<file path="src/design/savestate_pkg.sv">
`default_nettype none

package savestate_pkg;

  // Savestate size in 16-bit SD words
  localparam logic [31:0] SS_WORDS16 = 32'd16;

  // Same state in 32-bit bus words, also the core register count
  localparam logic [31:0] SS_WORDS32 = 32'd8;

  // Words per SD block access
  localparam logic [31:0] BLOCK_WORDS = 32'd32;

  localparam logic [31:0] SD_ADDR_W   = 32'd8;
  localparam logic [31:0] CORE_ADDR_W = 32'd3;

  // Transfer controller states
  localparam logic [31:0] CTRL_ST_W = 32'd2;
  localparam logic [1:0] CTRL_IDLE       = 2'd0;
  localparam logic [1:0] CTRL_WAIT_READY = 2'd1;
  localparam logic [1:0] CTRL_WRITING    = 2'd2;
  localparam logic [1:0] CTRL_READING    = 2'd3;

  // Copy engine states
  localparam logic [31:0] ENG_ST_W = 32'd3;
  localparam logic [2:0] ENG_IDLE        = 3'd0;
  localparam logic [2:0] ENG_CREATE_WAIT = 3'd1;
  localparam logic [2:0] ENG_CREATE      = 3'd2;
  localparam logic [2:0] ENG_CREATE_END  = 3'd3;
  localparam logic [2:0] ENG_LOAD        = 3'd4;

  // Low half is the earlier SD word
  typedef struct packed {
    logic [15:0] hi;
    logic [15:0] lo;
  } ss_halves_t;

  typedef union packed {
    logic [31:0] full;
    ss_halves_t  halves;
  } ss_word_u;

endpackage

`default_nettype wire

</file>
<file path="src/design/sd_load_packer.sv">
`timescale 1ns/1ps
`default_nettype none

module sd_load_packer (
  input  wire                                   clk,
  input  wire                                   reset,
  input  wire                                   load_active,
  input  wire                                   sd_buff_wr,
  input  wire [savestate_pkg::SD_ADDR_W-1:0]    sd_buff_addr,
  input  wire [15:0]                            sd_buff_dout,
  input  wire                                   req_read,
  output logic                                  data_ready,
  output logic [31:0]                           bus_in
);

  logic [$clog2(savestate_pkg::SS_WORDS32)-1:0] wr_ptr;
  logic [$clog2(savestate_pkg::SS_WORDS32)-1:0] rd_ptr;
  logic [$clog2(savestate_pkg::SS_WORDS32):0]   count;

  // Even SD word waiting for its partner
  logic [15:0] lo_hold;

  savestate_pkg::ss_word_u fifo_mem [savestate_pkg::SS_WORDS32];
  savestate_pkg::ss_word_u pair_word;

  logic accept;
  logic push;
  logic pop;

  // Host writes a whole block but only the savestate part is kept
  assign accept = load_active && sd_buff_wr &&
                  (sd_buff_addr < savestate_pkg::SS_WORDS16);

  assign push       = accept && sd_buff_addr[0];
  assign pop        = req_read && (count != '0);
  assign data_ready = (count != '0);

  // Odd word completes the pair
  always_comb begin
    pair_word.halves.hi = sd_buff_dout;
    pair_word.halves.lo = lo_hold;
  end

  always_ff @(posedge clk) begin
    if (reset) begin
      wr_ptr <= '0;
      rd_ptr <= '0;
      count  <= '0;
    end else begin
      if (push) begin
        wr_ptr <= wr_ptr + 1'b1;
      end

      if (pop) begin
        rd_ptr <= rd_ptr + 1'b1;
      end

      case ({push, pop})
        2'b10: count <= count + 1'b1;
        2'b01: count <= count - 1'b1;
        default: count <= count;
      endcase
    end
  end

  always_ff @(posedge clk) begin
    if (accept && !sd_buff_addr[0]) begin
      lo_hold <= sd_buff_dout;
    end

    if (push) begin
      fifo_mem[wr_ptr] <= pair_word;
    end

    // Head word appears the cycle after the strobe
    if (pop) begin
      bus_in <= fifo_mem[rd_ptr].full;
    end
  end

endmodule

`default_nettype wire

</file>
<file path="src/design/sd_save_buffer.sv">
`timescale 1ns/1ps
`default_nettype none

module sd_save_buffer (
  input  wire                                   clk,
  input  wire                                   reset,
  input  wire                                   write_en,
  input  wire [31:0]                            bus_out,
  input  wire                                   save_active,
  input  wire [savestate_pkg::SD_ADDR_W-1:0]    sd_buff_addr,
  output logic [15:0]                           sd_buff_din,
  output logic                                  data_consumed
);

  // Number of words written since the last clear
  logic [$clog2(savestate_pkg::SS_WORDS32):0] fill_cnt;
  logic                                       active_q;

  savestate_pkg::ss_word_u buf_mem [savestate_pkg::SS_WORDS32];
  savestate_pkg::ss_word_u rd_word;

  logic store;
  logic active_fall;
  logic in_range;

  // Writes past the end of the state are dropped
  assign store       = write_en && (fill_cnt < savestate_pkg::SS_WORDS32);
  assign active_fall = active_q && !save_active;
  assign in_range    = (sd_buff_addr < savestate_pkg::SS_WORDS16);

  assign data_consumed = (fill_cnt == '0);

  // Two SD addresses share one stored word
  assign rd_word = buf_mem[sd_buff_addr[$clog2(savestate_pkg::SS_WORDS16)-1:1]];

  always_comb begin
    if (!in_range) begin
      sd_buff_din = 16'h0000;
    end else if (sd_buff_addr[0]) begin
      sd_buff_din = rd_word.halves.hi;
    end else begin
      sd_buff_din = rd_word.halves.lo;
    end
  end

  always_ff @(posedge clk) begin
    if (reset) begin
      fill_cnt <= '0;
      active_q <= 1'b0;
    end else begin
      active_q <= save_active;

      // Host has read the block so the buffer is free again
      if (active_fall) begin
        fill_cnt <= '0;
      end else if (store) begin
        fill_cnt <= fill_cnt + 1'b1;
      end
    end
  end

  always_ff @(posedge clk) begin
    if (store) begin
      buf_mem[fill_cnt[$clog2(savestate_pkg::SS_WORDS32)-1:0]].full <= bus_out;
    end
  end

endmodule

`default_nettype wire

</file>
<file path="src/design/savestate_transfer_ctrl.sv">
`timescale 1ns/1ps
`default_nettype none

module savestate_transfer_ctrl (
  input  wire  clk,
  input  wire  reset,
  input  wire  start_create,
  input  wire  start_load,
  input  wire  ss_ready,
  input  wire  sd_ack,
  output logic sd_wr,
  output logic sd_rd,
  output logic engine_create,
  output logic engine_load,
  output logic save_active,
  output logic load_active
);

  logic [savestate_pkg::CTRL_ST_W-1:0] state;

  logic ack_q;
  logic ack_rise;
  logic ack_fall;

  assign ack_rise = sd_ack && !ack_q;
  assign ack_fall = ack_q && !sd_ack;

  // Data phase of each access direction
  assign save_active = (state == savestate_pkg::CTRL_WRITING) && sd_ack;
  assign load_active = (state == savestate_pkg::CTRL_READING) && sd_ack;

  always_ff @(posedge clk) begin
    if (reset) begin
      state         <= savestate_pkg::CTRL_IDLE;
      ack_q         <= 1'b0;
      sd_wr         <= 1'b0;
      sd_rd         <= 1'b0;
      engine_create <= 1'b0;
      engine_load   <= 1'b0;
    end else begin
      ack_q <= sd_ack;

      // Engine starts are single-cycle
      engine_create <= 1'b0;
      engine_load   <= 1'b0;

      // Host took the request, drop it
      if (ack_rise) begin
        sd_wr <= 1'b0;
        sd_rd <= 1'b0;
      end

      case (state)
        savestate_pkg::CTRL_IDLE: begin
          // Create wins when both arrive together
          if (start_create) begin
            state         <= savestate_pkg::CTRL_WAIT_READY;
            engine_create <= 1'b1;
          end else if (start_load) begin
            state <= savestate_pkg::CTRL_READING;
            sd_rd <= 1'b1;
          end
        end

        savestate_pkg::CTRL_WAIT_READY: begin
          // Buffer holds the full state
          if (ss_ready) begin
            state <= savestate_pkg::CTRL_WRITING;
            sd_wr <= 1'b1;
          end
        end

        savestate_pkg::CTRL_WRITING: begin
          if (ack_fall) begin
            state <= savestate_pkg::CTRL_IDLE;
          end
        end

        savestate_pkg::CTRL_READING: begin
          // Block is in the packer, let the engine copy it
          if (ack_fall) begin
            state       <= savestate_pkg::CTRL_IDLE;
            engine_load <= 1'b1;
          end
        end

        default: begin
          state <= savestate_pkg::CTRL_IDLE;
        end
      endcase
    end
  end

endmodule

`default_nettype wire

</file>
<file path="src/design/savestate_engine.sv">
`timescale 1ns/1ps
`default_nettype none

module savestate_engine (
  input  wire                                   clk,
  input  wire                                   reset,
  input  wire                                   engine_create,
  input  wire                                   engine_load,
  input  wire                                   data_consumed,
  input  wire                                   data_ready,
  input  wire [31:0]                            bus_in,
  input  wire                                   core_wr_en,
  input  wire [savestate_pkg::CORE_ADDR_W-1:0]  core_addr,
  input  wire [31:0]                            core_wdata,
  output logic                                  ss_ready,
  output logic                                  req_write,
  output logic [31:0]                           bus_out,
  output logic                                  req_read,
  output logic                                  ss_done,
  output logic [31:0]                           core_rdata
);

  logic [savestate_pkg::ENG_ST_W-1:0]    state;
  logic [savestate_pkg::CORE_ADDR_W-1:0] idx;

  // bus_in is valid the cycle after a read strobe
  logic rd_pending;
  logic last_idx;

  // Stand-in for the emulated core's machine state
  savestate_pkg::ss_word_u core_regs [savestate_pkg::SS_WORDS32];

  assign last_idx   = (idx == savestate_pkg::SS_WORDS32 - 1);
  assign core_rdata = core_regs[core_addr].full;

  always_ff @(posedge clk) begin
    if (reset) begin
      state      <= savestate_pkg::ENG_IDLE;
      idx        <= '0;
      rd_pending <= 1'b0;
      req_read   <= 1'b0;
      req_write  <= 1'b0;
      ss_ready   <= 1'b0;
      ss_done    <= 1'b0;
    end else begin
      ss_ready   <= 1'b0;
      ss_done    <= 1'b0;
      req_write  <= 1'b0;
      req_read   <= 1'b0;
      rd_pending <= req_read;

      case (state)
        savestate_pkg::ENG_IDLE: begin
          idx <= '0;
          if (engine_create) begin
            state <= savestate_pkg::ENG_CREATE_WAIT;
          end else if (engine_load) begin
            state <= savestate_pkg::ENG_LOAD;
          end
        end

        // Previous save must have left the buffer
        savestate_pkg::ENG_CREATE_WAIT: begin
          if (data_consumed) begin
            state <= savestate_pkg::ENG_CREATE;
          end
        end

        savestate_pkg::ENG_CREATE: begin
          req_write <= 1'b1;
          idx       <= idx + 1'b1;
          if (last_idx) begin
            state <= savestate_pkg::ENG_CREATE_END;
          end
        end

        // Last word lands in the buffer on this edge
        savestate_pkg::ENG_CREATE_END: begin
          ss_ready <= 1'b1;
          state    <= savestate_pkg::ENG_IDLE;
        end

        savestate_pkg::ENG_LOAD: begin
          // One read in flight so data_ready is never stale
          if (data_ready && !req_read) begin
            req_read <= 1'b1;
          end

          if (rd_pending) begin
            idx <= idx + 1'b1;
            if (last_idx) begin
              ss_done <= 1'b1;
              state   <= savestate_pkg::ENG_IDLE;
            end
          end
        end

        default: begin
          state <= savestate_pkg::ENG_IDLE;
        end
      endcase
    end
  end

  always_ff @(posedge clk) begin
    if (state == savestate_pkg::ENG_CREATE) begin
      bus_out <= core_regs[idx].full;
    end

    // Outside access only while the engine is idle
    if ((state == savestate_pkg::ENG_LOAD) && rd_pending) begin
      core_regs[idx].full <= bus_in;
    end else if ((state == savestate_pkg::ENG_IDLE) && core_wr_en) begin
      core_regs[core_addr].full <= core_wdata;
    end
  end

endmodule

`default_nettype wire

</file>
<file path="src/design/savestate_top.sv">
`timescale 1ns/1ps
`default_nettype none

module savestate_top (
  input  wire                                   clk,
  input  wire                                   reset,
  input  wire                                   start_create,
  input  wire                                   start_load,
  input  wire                                   sd_ack,
  input  wire [savestate_pkg::SD_ADDR_W-1:0]    sd_buff_addr,
  input  wire [15:0]                            sd_buff_dout,
  input  wire                                   sd_buff_wr,
  input  wire                                   core_wr_en,
  input  wire [savestate_pkg::CORE_ADDR_W-1:0]  core_addr,
  input  wire [31:0]                            core_wdata,
  output logic                                  sd_wr,
  output logic                                  sd_rd,
  output logic [15:0]                           sd_buff_din,
  output logic                                  ss_done,
  output logic [31:0]                           core_rdata
);

  // Controller to engine
  logic engine_create;
  logic engine_load;
  logic ss_ready;

  // SD data phases
  logic save_active;
  logic load_active;

  // Load path
  logic        data_ready;
  logic        req_read;
  logic [31:0] bus_in;

  // Save path
  logic        data_consumed;
  logic        req_write;
  logic [31:0] bus_out;

  savestate_transfer_ctrl u_ctrl (
    .clk           (clk),
    .reset         (reset),
    .start_create  (start_create),
    .start_load    (start_load),
    .ss_ready      (ss_ready),
    .sd_ack        (sd_ack),
    .sd_wr         (sd_wr),
    .sd_rd         (sd_rd),
    .engine_create (engine_create),
    .engine_load   (engine_load),
    .save_active   (save_active),
    .load_active   (load_active)
  );

  sd_load_packer u_packer (
    .clk          (clk),
    .reset        (reset),
    .load_active  (load_active),
    .sd_buff_wr   (sd_buff_wr),
    .sd_buff_addr (sd_buff_addr),
    .sd_buff_dout (sd_buff_dout),
    .req_read     (req_read),
    .data_ready   (data_ready),
    .bus_in       (bus_in)
  );

  sd_save_buffer u_save_buf (
    .clk           (clk),
    .reset         (reset),
    .write_en      (req_write),
    .bus_out       (bus_out),
    .save_active   (save_active),
    .sd_buff_addr  (sd_buff_addr),
    .sd_buff_din   (sd_buff_din),
    .data_consumed (data_consumed)
  );

  savestate_engine u_engine (
    .clk           (clk),
    .reset         (reset),
    .engine_create (engine_create),
    .engine_load   (engine_load),
    .data_consumed (data_consumed),
    .data_ready    (data_ready),
    .bus_in        (bus_in),
    .core_wr_en    (core_wr_en),
    .core_addr     (core_addr),
    .core_wdata    (core_wdata),
    .ss_ready      (ss_ready),
    .req_write     (req_write),
    .bus_out       (bus_out),
    .req_read      (req_read),
    .ss_done       (ss_done),
    .core_rdata    (core_rdata)
  );

endmodule

`default_nettype wire

</file>
<file path="config.mk">
export PLATFORM = sky130hd
export DESIGN_NAME = savestate_top
export DESIGN_NICKNAME = d
export VERILOG_FILES = /design/src/design/savestate_pkg.sv /design/src/design/sd_load_packer.sv /design/src/design/sd_save_buffer.sv /design/src/design/savestate_transfer_ctrl.sv /design/src/design/savestate_engine.sv /design/src/design/savestate_top.sv
export SDC_FILE = /design/constraint.sdc
export NUM_CORES = 1
export LEC_CHECK = 0
export BUFFER_PORTS_ARGS = -buffer_cell sky130_fd_sc_hd__clkbuf_2
export CAP_MARGIN = 40
export CORE_ASPECT_RATIO = 1.25
export CORE_MARGIN = 8
export CORE_UTILIZATION = 55
export DETAILED_ROUTE_END_ITERATION = 10
export GPL_TIMING_DRIVEN = 1
export PLACE_DENSITY = 0.75
export SYNTH_ARGS = -nofsm -noshare
export SYNTH_HDL_FRONTEND = slang
export SYNTH_SLANG_ARGS = --single-unit
export TNS_END_PERCENT = 5
</file>
<file path="constraint.sdc">
create_clock -name clk -period 4.95 [get_ports clk]
set_input_delay 0.99 -clock clk [delete_from_list [all_inputs] [get_ports clk]]
set_output_delay 0.99 -clock clk [all_outputs]
set_load 0.01 [all_outputs]
</file>
==> out/results.ini <==
[power]
ir_drop_mv = 0.278
cellPowerDensity_nw_per_um2 = 397
power_uw = 15800
p_leak_uw = 0.0128

[synth]
synth_area_leaders = edfxtp_1 72%, mux4_2 16%, mux2_2 2.4%
yosysWarnings = 0
synth_cells = 1661
synth_area_um2 = 35400
synth-simple-area-share_pct = 3.11
synth-edff-count = 848
synth_compound_area_share_pct = 1.34
avgSynthCellArea_um2 = 21.3
synth.distinct_cells = 51
synth_nets = 1736
async_flop_share_pct = 0
synth_fa_ha_area_share_pct = 0.318
yosysTopAreaCell = edfxtp_1
synth_top_family_by_area = multiplexers
synth_xor_area_share_pct = 0.198
ys_seq_area_share_pct = 73.8
synth_top_area_share_pct = 71.9
ys_seq_elements = 881
synthMuxAreaShare_pct = 19.7
ys.flop_type = edfxtp_1

[setup_path]
crit_fanout = 40
cp-start-kind = primary input
arrival_ns = 2.87
end_kind = output port
crit_type = primary input to output port
crit_required_ns = 3.96

[timing]
fin_tns_setup_ns = 0
fin_crit_ns = 3.86
worstMarginPinSlew_ns = 0.841
timing.fmax_ghz = 0.259
rsz0062_at_grt = no
hold_viol = 0
slew_viol_final = 0
fin_crit_sh_pct = 78.0
max_slew_margin_pct = 43.9
whs_ns = 0.492
finalClockSkew_ns = 0.0220
setup_violations = 0

[floorplanning]
ios = 117
design.die.area_um2 = 72800
die_x_um = 243
core-area_um2 = 64000
die-height_um = 300
rows = 104
initial_core_util_pct = 55.3

[clocking]
cts_root_buf = clkbuf_16
h-tree-depth = 3
worstSkewPairLatency_ns = 0.64
cts_inserted_buffers = 84
clockBufferDepth = 3
cts_resized = 0
hold_buffers = 0
clk_pin_slew_worst_paths_ns = 0.06
cts_setup_buffers = 0
tritoncts = yes
cts_sinks = 881

[cells_and_area]
layout-drive-gt1-share_pct = 36.0
fin_util_pct = 62.3
layout_common_cells = 848 x edfxtp_1, 256 x mux4_2, 124 x nand2_1
syn_to_final_growth_pct = 12.7
fin_nets = 1894
final_common_cell = edfxtp_1
fillers = 4271

[global_routing]
grt_pass1_wl_um = 115000
grt_pass1_vias = 18100
grt_max_degree = 68
overflow = 0
antenna_found_initial = 1
grt_util_all_layers_pct = 21.2

[placed_design]
gp_congestion = 0.771
dp_hpwl_um = 46800
portBuffers = 116

[outcome]
status = finished clean

[run]
drv_cap = 0

[route]
first_iter_violations = 1655
drt-wirelength-per-cell_um = 28.3
drt_wl_total_um = 77300
ant_nets = 0
drtPass1Iterations = 5
via_count = 17000
drc_errors = 0
vias_per_cell = 6.23

[hold_path]
hp-class = flop to flop

area by class of cell:
type | instances | area, µm² | area share [%]
inverter | 9 | 33.8 | 0.0847
clock inverter | 44 | 455 | 1.14
timing repair buffer | 168 | 1140 | 2.85
antenna | 3 | 7.51 | 0.0188
tap | 848 | 1060 | 2.66
multi-input combinational | 675 | 8890 | 22.3
sequential | 881 | 26100 | 65.5
clock buffer | 99 | 2180 | 5.46
report_power, final:
part,internal [µW],switching [µW]
clock,3530,2690
combinational,425,546
sequential,8470,179
total,12400,3420
per-stage QoR:
stage          cells  setup slack, ns  cell area [µm²]
6_report        2727             1.09            39900
5_1_grt         2724            0.889            39900
4_1_cts         2724             1.03            39900
3_5_place_dp    2581             1.05            37300
3_3_place_gp    2574            0.981            37100
2_1_floorplan   1661            0.669            35400
worst max-delay path, cell delays in order:
cell	delay, ns
buf_4	0.42
buf_12	0.36
mux4_2	0.56
a22oi_1	0.24
nand2_1	0.11
clkbuf_2	0.14
path summary, 6_finish.rpt:
| check | end | cells past startpoint | start | slack, ns |
|---|---|---|---|---|
| worst max-delay path | sd_buff_din[2] | 6 | sd_buff_addr[1] | 1.09 |
| worst min-delay path | u_ctrl.engine_load | 2 | u_ctrl.ack_q | 0.49 |
| worst max register to register | u_engine.core_regs[0][3] | 5 | u_engine.state[2] | 1.87 |
| worst min register to register | u_ctrl.engine_load | 2 | u_ctrl.ack_q | 0.49 |
Yosys cell counts (5+ instances only):
library cell / instances
nand2_1: 124
buf_2: 31
mux2_2: 76
nor2b_1: 5
nand2b_1: 11
clkbuf_1: 39
a22oi_1: 36
dfxtp_1: 33
buf_4: 7
xor2_1: 5
nor2_1: 45
nor3_1: 15
ha_1: 9
mux2_4: 20
mux4_2: 256
o21ai_0: 6
nand3_1: 5
inv_1: 8
a21oi_1: 11
buf_1: 5
buf_6: 11
edfxtp_1: 848
per-layer routing:
metal  routed length, µm  global-route usage, %  vias to the layer above
li1                    -                      -                     7209
met1               28900                   25.5                     8959
met2               41100                   38.0                      689
met3                4600                   3.43                      141
met4                2670                   8.41                        0
met5                   0                      0                        -
flip-flops by register name (all words and copies together), names as in the netlist, 2 cells and up:
register             count
u_engine.idx             3
u_packer.wr_ptr          3
u_save_buf.fill_cnt      4
u_packer.bus_in         32
u_packer.lo_hold        16
u_packer.count           4
u_save_buf.buf_mem     256
u_engine.state           3
u_engine.bus_out        32
u_packer.rd_ptr          3
u_packer.fifo_mem      256
u_engine.core_regs     256
u_ctrl.state             2
logic make-up after synthesis:
logic type | after synthesis
AOI/OAI and AO/OA | 68
adders and majority gates | 9
DFF | 881
and+or+nand+nor | 234
xor gates and xnor gates | 8
buffers and inverters | 105
muxes | 356
Note: power is estimated with default switching activity, not from simulation.
